[config.mk]
export PLATFORM = sky130hd
export DESIGN_NAME = registerFile
export DESIGN_NICKNAME = d
export VERILOG_FILES = /design/src/rtl/cpuArchPkg.sv /design/src/rtl/registerFile.sv
export SDC_FILE = /design/constraint.sdc
export NUM_CORES = 1
export LEC_CHECK = 0
export BUFFER_PORTS_ARGS = -buffer_cell sky130_fd_sc_hd__buf_2
export CAP_MARGIN = 30
export CORE_MARGIN = 2
export CORE_UTILIZATION = 30
export DETAILED_ROUTE_END_ITERATION = 16
export PLACE_DENSITY = 0.54
export SETUP_SLACK_MARGIN = 0.4
export SYNTH_ARGS = -nofsm -noshare
export SYNTH_HDL_FRONTEND = slang
export SYNTH_SLANG_ARGS = --single-unit
[constraint.sdc]
create_clock -name clk -period 0.9 [get_ports clk]
set_input_delay 0 -clock clk [delete_from_list [all_inputs] [get_ports clk]]
set_output_delay 0 -clock clk [all_outputs]
set_load 0.02 [all_outputs]
[src/rtl/cpuArchPkg.sv]
package cpuArchPkg;

    localparam int dataWidth   = 32;
    localparam int regCount    = 16;
    localparam int regSelWidth = $clog2(regCount);

    // Instruction word layout, low bit of each field
    localparam int opcodeLsb  = 27;    // 31..27
    localparam int raLsb      = 23;    // 26..23
    localparam int rbLsb      = 19;    // 22..19
    localparam int rcLsb      = 15;    // 18..15
    localparam int constLsb   = 0;
    localparam int constWidth = 19;    // 18..0, sign at bit 18
    localparam int condLsb    = rbLsb; // Branch condition sits in the low bits of rb
    localparam int condWidth  = 2;

    typedef enum logic [4:0] {
        opLd, opLdi, opSt, opAdd, opSub, opAnd, opOr, opShr, opShra,
        opShl, opRor, opRol, opAddi, opAndi, opOri, opMul, opNeg, opNot,
        opBrx, opIn, opOut, opMfhi, opMflo, opNop, opHalt
    } opcodeE;

endpackage

[src/rtl/registerFile.sv]
module registerFile (
    input  logic                             clk,
    input  logic                             rstN,
    input  logic [cpuArchPkg::dataWidth-1:0] busData,
    input  logic [cpuArchPkg::regCount-1:0]  regRead,
    input  logic [cpuArchPkg::regCount-1:0]  regWrite,
    input  logic                             baOut,
    output logic [cpuArchPkg::dataWidth-1:0] gprData
);
    import cpuArchPkg::*;

    logic [dataWidth-1:0] regs [regCount];
    logic [regCount-1:0]  readSel;

    // Base addressing: R0 drops out and reads as zero
    assign readSel = baOut ? {regRead[regCount-1:1], 1'b0} : regRead;

    always_ff @(posedge clk or negedge rstN) begin
        if (!rstN) begin
            for (int i = 0; i < regCount; i++) begin
                regs[i] <= '0;
            end
        end else begin
            for (int i = 0; i < regCount; i++) begin
                if (regWrite[i]) begin
                    regs[i] <= busData;
                end
            end
        end
    end

    // Select is one-hot, an OR of the gated words is enough
    always_comb begin
        gprData = '0;
        for (int i = 0; i < regCount; i++) begin
            if (readSel[i]) begin
                gprData = gprData | regs[i];
            end
        end
    end

    // Write enables come from the IR decode in selectEncode
    writeOneHot: assert property (@(posedge clk) disable iff (!rstN) $onehot0(regWrite))
        else $error("registerFile: several write enables in one cycle");

endmodule

# Yosys cells after proc, flatten, opt, wreduce, memory -nomap -nowiden
# Cells that the tools add are included.
# Widths: inputs -> output; s select.
# totals
reg_bits,512
in_bits,67
output_inout_bits,32
elab_cells,48
# op_classes
n_mux,17
bitwise,15
# ops
op,n
$mux 32,16
$or 32x32->32,15
$mux 1,1

# Logic depth before layout (Yosys ltp)
# Gate-level depths: netlist of run 1.
# logic_depth
word_depth,32
mapped_depth,4
depth_no_buf,3

# Worst setup path before layout of run 1
# Ideal clock, no wire load.
# synth_timing
kind,register -> output
from,register regs[384] (netlist name)
to,output port gprData[0] (netlist name)
arrival_ps,1071
required_ps,900
slack_ps,-171
stages_incl_launch_ff,4
path_buffers,0
cell_sequence,dfrtp_1 a222oi_1 nand3_1 a211o_1
# synth_via
elab_chain_len,26
# synth_rtl
element,line,source
from (decl),registerFile.sv:12,logic [dataWidth-1:0] regs [regCount];
"from (signal, indexed assignment)",registerFile.sv:26,regs[i] <= busData;
$or 32x32->32 *,registerFile.sv:37,gprData = gprData | regs[i];
$mux 32 *,registerFile.sv:36,if (readSel[i]) begin
$or 32x32->32,registerFile.sv:37,
$mux 32 *,registerFile.sv:36,
$or 32x32->32,registerFile.sv:37,
$mux 32 *,registerFile.sv:36,
$or 32x32->32,registerFile.sv:37,
$mux 32 *,registerFile.sv:36,
[10 not listed],--,
$or 32x32->32,registerFile.sv:37,
$mux 32 *,registerFile.sv:36,
$or 32x32->32,registerFile.sv:37,
$mux 32 *,registerFile.sv:36,
$or 32x32->32,registerFile.sv:37,
$mux 32 *,registerFile.sv:36,
$or 32x32->32,registerFile.sv:37,
$mux 32 *,registerFile.sv:36,
to (decl),registerFile.sv:8,output logic [cpuArchPkg::dataWidth-1:0] gprData
# Mark *: on every way between the ends. The rest lies on a longest branch, timed or not.

# Final worst setup path of run 1
# layout_timing
from,register regs[357] (netlist name)
to,output port gprData[5] (netlist name)
# layout_via
elab_chain_len,24
# layout_rtl
element,line
$or 32x32->32 *,registerFile.sv:37
$mux 32 *,registerFile.sv:36
$or 32x32->32,registerFile.sv:37
$mux 32 *,registerFile.sv:36
$or 32x32->32,registerFile.sv:37
$mux 32 *,registerFile.sv:36
$or 32x32->32,registerFile.sv:37
$mux 32 *,registerFile.sv:36
[8 not listed],--
$or 32x32->32,registerFile.sv:37
$mux 32 *,registerFile.sv:36
$or 32x32->32,registerFile.sv:37
$mux 32 *,registerFile.sv:36
$or 32x32->32,registerFile.sv:37
$mux 32 *,registerFile.sv:36
$or 32x32->32,registerFile.sv:37
$mux 32 *,registerFile.sv:36
# Marks and branches as above.

==> results of run 1 <==
[repair_timing]
action | 4_1_cts | 5_1_grt
pin swaps | 78 | 31
buffers inserted | 2 | 1
hold endpoints to repair | 1024 | 1022
gates resized for setup | 87 | 61
hold buffers | 3 | 1
endpoints found under the setup margin | 544 | 1054
[area by class of cell]
type	instances	area, sq um
clock buffers	86	1680
multi-input cells	833	8970
repair buffers	249	2660
flip-flops and latches	512	12800
well taps	950	1190
fillers	6671	44000
clock inverters	13	160
[kinds of logic after synthesis]
kind of cell	count (synthesis)	synth area share, %
AOI/OAI and AO/OA	256	9.44
buffers and inverters	145	2.96
DFF	512	59.2
muxes	512	26.7
and+or+nand+nor	65	1.70
[worst max-delay path by stage]
stage	end	cells after the start	slack, ns
global route	gprData[2]	4	-1.21
global placement	gprData[29]	6	-0.50
finish	gprData[5]	4	-1.07
floorplan	gprData[0]	3	-0.17
CTS	gprData[9]	4	-1.10
detailed placement	gprData[17]	6	-0.50
[routing by layer]
layer	vias to the layer above	global-route usage (%)	wire length [um]
met5	-	0	0
met4	0	3.40	951
met3	69	2.98	3150
met2	356	27.9	29800
met1	7676	25.3	30900
li1	5950	-	-
[where the power goes]
| part | total, mW | switching, mW | internal (mW) |
|---|---|---|---|
| Sequential | 26.7 | 1.31 | 25.3 |
| Combinational | 7.99 | 3.68 | 4.31 |
| Clock | 22.8 | 9.42 | 13.4 |
| Total | 57.5 | 14.4 | 43.1 |
[cell usage after synthesis]
master    number
nor2b_1        1
a22oi_1      192
clkbuf_1      86
a211o_1       32
buf_1          2
buf_2         53
dfrtp_1      512
mux2_1       112
nand3_1       32
buf_6          4
mux2_2       400
a222oi_1      32
nand4_1       32
[worst max-delay path, cell delays in order, from the launching register on]
cell	delay, ns
dfrtp_1	0.38
a222oi_1	0.31
nand3_1	0.20
a211o_1	0.31
buf_6	0.15
[metrics by stage]
stage          cell area [sq um]  power (mW)  setup slack (ns)  std cells
2_1_floorplan              22500        31.3            -0.171       1490
3_3_place_gp               25000        34.2            -0.502       2538
3_5_place_dp               25000        34.6            -0.503       2538
4_1_cts                    27200        57.9             -1.10       2642
5_1_grt                    27500        59.9             -1.21       2643
6_report                   27500        57.5             -1.07       2643
==> results.md, run 1 <==
* CTS Sinks at 512
* CP arrival at 1.97 ns
* Commonest non-fill, non-tap cell in the layout: dfrtp_1
* Final hold slack at -0.185 ns
* Die height at approximately 270 um
* Critical path class: reg2out
* Vias per cell at about 5.3
* CP endpoint kind: primary output
* Final Hold Violating Endpoints at 505
* Reg2reg path depth at 2
* Clock skew at 0 ns
* Synth Cell Area at 21600 sq um
* Initial DRC Count at between 1000 and 1500
* TritonCTS clock tree: yes
* RR Startpoint: regs[8]
* R2r setup slk at -0.01 ns
* Slew headroom at 52.1%
* Worst R2R End: regs[8]
* Crit. Startpoint: regs[357]
* Total die area at 74300 sq um
* CTS max path bufs at 3
* IO Pins at 99
* Max-cap violations at 0
* Hold Crit Start: regWrite[8]
* Sequential cell area fraction in the yosys report at 59.2%
* Port Buffer Count at 98
* Detailed-route wire length at 64800 um
* Yosys Warn Count at 0
* Die width at 272 um
* P&R area growth vs syn at 27.0%
* Initial antenna violation count at 0
* Worst-Margin Slew at 0.717 ns
* HP Class: in2reg
* Dominant cell type by area after synthesis: dfrtp_1
* Synth top area share at 59.2%
* Top Registers: regs (512)
* Skew-Pair Late Insertion Delay at roughly 0.60 ns
* GRT Resource Usage Total at 17.5%
* GP Congestion at ~0.76
* Antenna Violating Nets Remaining at 0
* Critical Path Fanout Max at 2
* Final setup violation count at 33
* Core Box Area at 71500 sq um
* WP data required at 0.90 ns
* Largest net degree at the start of global routing at 81
* Most frequent cells in the layout: dfrtp_1 (512), mux2_2 (337), mux2_4 (175)
* Seq cells post-synth at 512
* Status: finished, violations left
* WL/cell at 24.5 um
* Pleak at 11.8 nW
* TritonCTS Buffers at 55
* Row count at slightly below 100
* Layout cells sized above 1 at 51.5%
* Ant. Diodes at 0
* Vias in the first global route at 15187
* Initial Util at 30.3%
* DR vias at 14051
* Post-layout util at between 30% and 40%
* Dominant cells by area after synthesis: dfrtp_1 (59%), mux2_2 (21%), a22oi_1 (6.7%)
* Max reg flops at 512
* TNS Setup at -31.61 ns
* First drt pass iteration count at 5
* Avg Cell Area, Syn at 14.5 sq um
* H-tree Lvls at 2
* Worst hold path cell count at 2
* Post-Syn Nets at between 1500 and 2000
* First-pass GRT wire length at 99000 um
* DRC errors left at 0
* NumNets Final at 1718
* HPWL Detailed at 42800 um
* Max-slew violation count at 0
* Top reg by flops: regs
* Hold endpoint: regs[224]
* Cell at the root of the clock tree: clkbuf_16
* Violated checks: negative hold slack, negative setup slack
* Netlist cell types at 13
* Mapped Cells at 1490
* Fin crit share at 219%
* Final worst setup slack at -1.07 ns
* Highest clock rate at ~510 MHz
* Fin crit period at 1.97 ns
* RSZ-0062 raised after global routing: true
* Reg clk slew, reported paths at 0.06 ns
* Startpoint Class: register
* Total grt overflow at 0
* Cell Pwr Density at 2090 nW/um^2
* Worst VDD drop at 1490 uV
Power figures use the tool's default switching activity.
==> run 2, diff against run 1 <==
--- a/config.mk
+++ b/config.mk
@@ -7,10 +7,9 @@
 export LEC_CHECK = 0
 export BUFFER_PORTS_ARGS = -buffer_cell sky130_fd_sc_hd__buf_2
 export CAP_MARGIN = 30
-export CORE_MARGIN = 2
-export CORE_UTILIZATION = 30
+export CORE_UTILIZATION = 55
 export DETAILED_ROUTE_END_ITERATION = 16
-export PLACE_DENSITY = 0.54
+export PLACE_DENSITY = 0.83
 export SETUP_SLACK_MARGIN = 0.4
 export SYNTH_ARGS = -nofsm -noshare
 export SYNTH_HDL_FRONTEND = slang
==> run 2 against run 1 <==
Cell count decreased by 18%. The flow still finishes with violations (negative hold slack, negative setup slack). Non-clock buffer count decreased by 33. Core utilization increased by 30 points. Sequential share of layout area increased by 1.8 points. First-iteration DRC count increased by 22%. Critical path type unchanged. Critical endpoint is now gprData[7]. Critical path depth unchanged. Clock power decreased by 2%. Worst hold slack got worse by 0.54 ns. Combinational power decreased by 2%. Die area decreased by 46%. Clock-buffer cell count decreased by 13. Flip-flop and latch count unchanged.
==> results.md, run 2 (synthesized netlist as in run 1, its figures left out) <==
* Clock skew at 0 ns
* DRC errors left at 0
* GRT Resource Usage Total at 30.9%
* Core Box Area at 38700 sq um
* Initial antenna violation count at 2
* IO Pins at 99
* DR vias at 14502
* Worst-Margin Slew at 0.412 ns
* Critical path class: reg2out
* P&R area growth vs syn at 22.3%
* Initial DRC Count at 1524
* Vias in the first global route at 15494
* First-pass GRT wire length at 94300 um
* Highest clock rate at 494 MHz
* Detailed-route wire length at between 60000 and 70000 um
* Worst R2R End: regs[143]
* Largest net degree at the start of global routing at 69
* Final instance area at 26500 sq um
* Top reg by flops: regs
* Initial Util at between 50 and 60%
* Fill cells at 2491
* RSZ-0062 raised after global routing: true
* First drt pass iteration count at 6
* Reg area at 12800 sq um
* Final Power at 56.9 mW
* Max-cap violations at 0
* Pleak at roughly 12 nW
* CP arrival at 2.03 ns
* Slew headroom at between 70% and 80%
* Final Hold Violating Endpoints at 1024
* Critical Path Fanout Max at 2
* Max reg flops at 512
* Post-Place Setup Slack at -0.411 ns
* Vias per cell at 6.67
* Max-slew violation count at 0
* HP Class: in2async
* TritonCTS clock tree: yes
* TritonCTS Buffers at 50
* H-tree Lvls at 2
* Reg2reg path depth at 2
* Total grt overflow at 0
* Layout cells sized above 1 at 50.1%
* WL/cell at 28.2 um
* Fin crit share at 225%
* Most frequent cells in the layout: dfrtp_1 (512), mux2_2 (321), mux2_4 (191)
* Multi-input gate area at 8980 sq um
* Final setup violation count at 38
* Top Registers: regs (512)
* Cell at the root of the clock tree: clkbuf_16
* TNS Setup at -31.22 ns
* Commonest non-fill, non-tap cell in the layout: dfrtp_1
* Row count at 72
* WP data required at 0.90 ns
* Skew-Pair Late Insertion Delay at about 0.6 ns
* Final hold slack at -0.721 ns
* Die height at 200 um
* Die width at 200 um
* Final worst setup slack at -1.13 ns
* Cell Pwr Density at 2150 nW/um^2
* Violated checks: negative hold slack, negative setup slack
* CTS Sinks at 512
* Port Buffer Count at 98
* R2r setup slk at -0.02 ns
* NumNets Final at 1680
* RR Startpoint: regs[143]
* Worst VDD drop at 2060 uV
* Fin crit period at 2.03 ns
* Status: finished, violations left
* Antenna Violating Nets Remaining at 0
* Startpoint Class: register
* CTS max path bufs at 3
* HPWL Detailed at approximately 37000 um
* CP endpoint kind: primary output
* GP Congestion at 0.831
* Reg clk slew, reported paths at 0.06 ns
* Placed Area at 24200 sq um
* Total die area at 40100 sq um
[run 2: cell count changes in the layout (fill, tap and decap cells not counted), sizes merged]
cell	previous run	this run
dlygate4sd3	3	0
clkbuf	86	73
buf	246	216
bufinv	2	6
diode	0	3
clkinv	10	11
[run 2: area by class of cell]
| type | count | area share (%) |
|---|---|---|
| Antenna cell | 3 | 0.0284 |
| Clock buffer | 73 | 5.71 |
| Clock inverter | 18 | 0.922 |
| Multi-Input combinational cell | 833 | 34.0 |
| Sequential cell | 512 | 48.4 |
| Tap cell | 518 | 2.45 |
| Timing Repair Buffer | 216 | 8.49 |
[run 2: worst max path at each step]
stage	start	endpoint	depth (start not counted)
CTS	regs[392]	gprData[8]	4
global route	regs[359]	gprData[7]	4
finish	regs[359]	gprData[7]	4
detailed placement	regRead[3]	gprData[2]	6
floorplan	regs[384]	gprData[0]	3
global placement	regRead[3]	gprData[6]	6
[run 2: metal layers]
metal  global-route usage [%]  up-vias  wire, um
met5                        0        -        17
met4                     14.0        2      2320
met3                     5.66      152      4860
met2                     48.9      724     29300
met1                     41.7     7759     24700
li1                         -     5865         -
[run 2: per-stage QoR]
step | util [%] | hold slack, ns | std cells
2_1_floorplan | - | -0.296 | 1490
3_3_place_gp | 62.4 | -0.132 | 2078
3_5_place_dp | 62.4 | -0.130 | 2078
5_1_grt | 68.3 | -0.740 | 2171
6_report | 68.3 | -0.721 | 2173
4_1_cts | 67.8 | -0.748 | 2170
[run 2: critical path: stages (launching register included)]
cell and delay (ns):
dfrtp_1 0.39, a222oi_1 0.41, nand3_1 0.15, a211o_1 0.31
buf_2 0.19
[run 2: power breakdown]
part           switching (mW)  internal, mW  leakage, nW
clock                    8.97          13.3        0.875
combinational            3.65          4.17         4.73
sequential               1.44          25.3         5.99
[run 2: timing repair]
item | 4_1_cts | 5_1_grt
pin swaps | 56 | 18
buffers inserted | 1 | 0
endpoints found under the hold margin | 1024 | 1024
endpoints found under the setup margin | 544 | 544
gates resized for setup | 79 | 50
==> run 3, diff against run 2 <==
--- a/config.mk
+++ b/config.mk
@@ -7,9 +7,10 @@
 export LEC_CHECK = 0
 export BUFFER_PORTS_ARGS = -buffer_cell sky130_fd_sc_hd__buf_2
 export CAP_MARGIN = 30
-export CORE_UTILIZATION = 55
+export CORE_UTILIZATION = 58
+export CTS_BUF_LIST = sky130_fd_sc_hd__clkbuf_4 sky130_fd_sc_hd__clkbuf_8
 export DETAILED_ROUTE_END_ITERATION = 16
-export PLACE_DENSITY = 0.83
+export PLACE_DENSITY = 0.85
 export SETUP_SLACK_MARGIN = 0.4
 export SYNTH_ARGS = -nofsm -noshare
 export SYNTH_HDL_FRONTEND = slang
==> run 3 against run 2 <==
Combinational power increased by 5.0%. Cell count up 1.7%. Maximum frequency down 4.8%. Global-route usage increased by 3.0 points. The flow still finishes with violations (negative hold slack, negative setup slack). Critical path type unchanged. Register-to-register slack worse by 0.03 ns. Die area shrank 5.1%.
==> results.md, run 3 (synthesized netlist as in run 1, its figures left out) <==
* Post-layout util at roughly three quarters
* Clock share of power at 38.2%
* DR vias at between 15000 and 20000
* First drt pass iteration count at 8
* Reg clk slew, reported paths at around 0.070 ns
* Hold Buf Count CTS at 9
* NumNets Final at approximately 1700
* Switching power total at between 10 and 15 mW
* Placed Area at 24300 sq um
* GP Congestion at 0.821
* Cell Pwr Density at around 2100 nW/um^2
* TritonCTS clock tree: yes
* Clock skew at 0 ns
* Total grt overflow at 0
* CP arrival at 2.13 ns
* Total die area at between 30000 and 40000 sq um
* TritonCTS Buffers at 81
* Final Hold Violating Endpoints at 1015
* H-tree Lvls at 3
* CTS Sinks at a little over 500
* Worst R2R End: regs[134]
* Top reg by flops: regs
* Startpoint Class: register
* Switching share of total power at 26.0%
* Critical path class: reg2out
* CTS max path bufs at 3
* Initial DRC Count at 1741
* Worst-Margin Slew at 0.610 ns
* Die width at approximately 200 um
* Post-Place Setup Slack at -0.489 ns
* HP Class: in2async
* Violated checks: negative hold slack, negative setup slack
* Fin crit period at ~2.1 ns
* Skew-Pair Late Insertion Delay at 0.65 ns
* Highest clock rate at between 400 and 500 MHz
* RSZ-0062 raised after global routing: true
* Antenna Violating Nets Remaining at 0
* Core Box Area at 36600 sq um
* Pleak at about 12 nW
* Commonest non-fill, non-tap cell in the layout: dfrtp_1
* Reg2reg path depth at 2
* Sequential power share at a little under half
* Final instance area at ~27000 sq um
* CP endpoint kind: primary output
* Max-slew violation count at 0
* Final setup violation count at 41
* Cell at the root of the clock tree: clkbuf_8
* Status: finished, violations left
* Vias in the first global route at 16468
* Most frequent cells in the layout: dfrtp_1 (512), mux2_2 (306), mux2_4 (206)
* GRT Resource Usage Total at 33.9%
* Ant. Diodes at 0
* Initial antenna violation count at 1
* Row count at 70
* Detailed-route wire length at roughly 65000 um
* Worst VDD drop at 2380 uV
* Vias per cell at around 7
* Largest net degree at the start of global routing at 55
* TNS Setup at -33.90 ns
* Die height at 195 um
* WL/cell at 29.5 um
* Comb pwr share at 14.5%
* Top Registers: regs (512)
* Layout cells sized above 1 at 53.1%
* P&R area growth vs syn at 24.3%
* Final worst setup slack at -1.23 ns
* First-pass GRT wire length at 97800 um
* Initial Util at 59.1%
* RR Startpoint: regs[134]
* Slew headroom at 59.4%
* Fill cells at between 2000 and 2500
* IO Pins at between 90 and 100
* Max reg flops at 512
* Critical Path Fanout Max at 2
* Fin crit share at 237%
* Internal power contribution at 42.0 mW
* WP data required at 0.90 ns
* HPWL Detailed at 37900 um
* Port Buffer Count at slightly below 100
* DRC errors left at 0
* Max-cap violations at 0
* Final hold slack at -0.741 ns
* R2r setup slk at -0.05 ns
-- run 3: changes by cell type in the layout (fill, tap and decap cells not counted), sizes merged --
cell	delta
diode	-3
clkinv	-5
clkinvlp	+2
bufinv	-6
buf	+25
dlygate4sd3	+9
inv	-1
clkbuf	+67
-- run 3: final cells by class --
type                            count  area [sq um]  area share, %
Clock inverter                      8          45.0          0.168
Tap cell                          468           586           2.18
Clock buffer                      140          1760           6.56
Timing Repair Buffer              250          2600           9.68
Multi-Input combinational cell    833          9070           33.7
Sequential cell                   512         12800           47.7
-- run 3: what timing repair did --
item / in CTS / in global routing
gates resized for setup: 97 / 64
pin swaps: 67 / 28
endpoints found under the setup margin: 544 / 549
buffers inserted: 3 / 2
hold endpoints to repair: 1024 / 1016
-- run 3: power groups by stage --
stage / Clock, mW / Combinational (mW) / Sequential, mW
after floorplan: 0 / 4.74 / 26.6
after global placement: 0 / 7.09 / 26.8
after detailed placement: 0 / 7.38 / 27.0
after CTS: 21.7 / 7.81 / 26.7
after global routing: 22.8 / 8.63 / 27.1
final: 21.7 / 8.21 / 26.9
-- run 3: how the worst max path moves through the flow --
stage	from	to	cells after the start
final	regs[408]	gprData[24]	4
after global routing	regs[408]	gprData[24]	4
after CTS	regs[408]	gprData[24]	4
after detailed placement	regRead[2]	gprData[18]	6
after global placement	regRead[2]	gprData[20]	6
after floorplan	regs[384]	gprData[0]	3
-- run 3: critical path: stages (launching register included) --
cell      delay (ns)
dfrtp_1         0.40
a222oi_1        0.45
nand3_1         0.15
a211o_1         0.29
buf_2           0.18
-- run 3: routing by layer --
layer	GRT usage, %	vias to the layer above	part of all wire, %
met3	7.06	267	7.6
met1	42.9	8027	38
met2	54.6	891	49
met5	0	-	0
li1	-	6008	-
met4	19.1	0	5.3
-- run 3: stage by stage --
| stage | hold slack [ns] | total power [mW] | instances |
|---|---|---|---|
| 2_1_floorplan | -0.296 | 31.3 | 1490 |
| 3_3_place_gp | -0.0920 | 33.9 | 2049 |
| 3_5_place_dp | -0.0953 | 34.4 | 2049 |
| 4_1_cts | -0.767 | 56.2 | 2209 |
| 5_1_grt | -0.760 | 58.5 | 2211 |
| 6_report | -0.741 | 56.8 | 2211 |
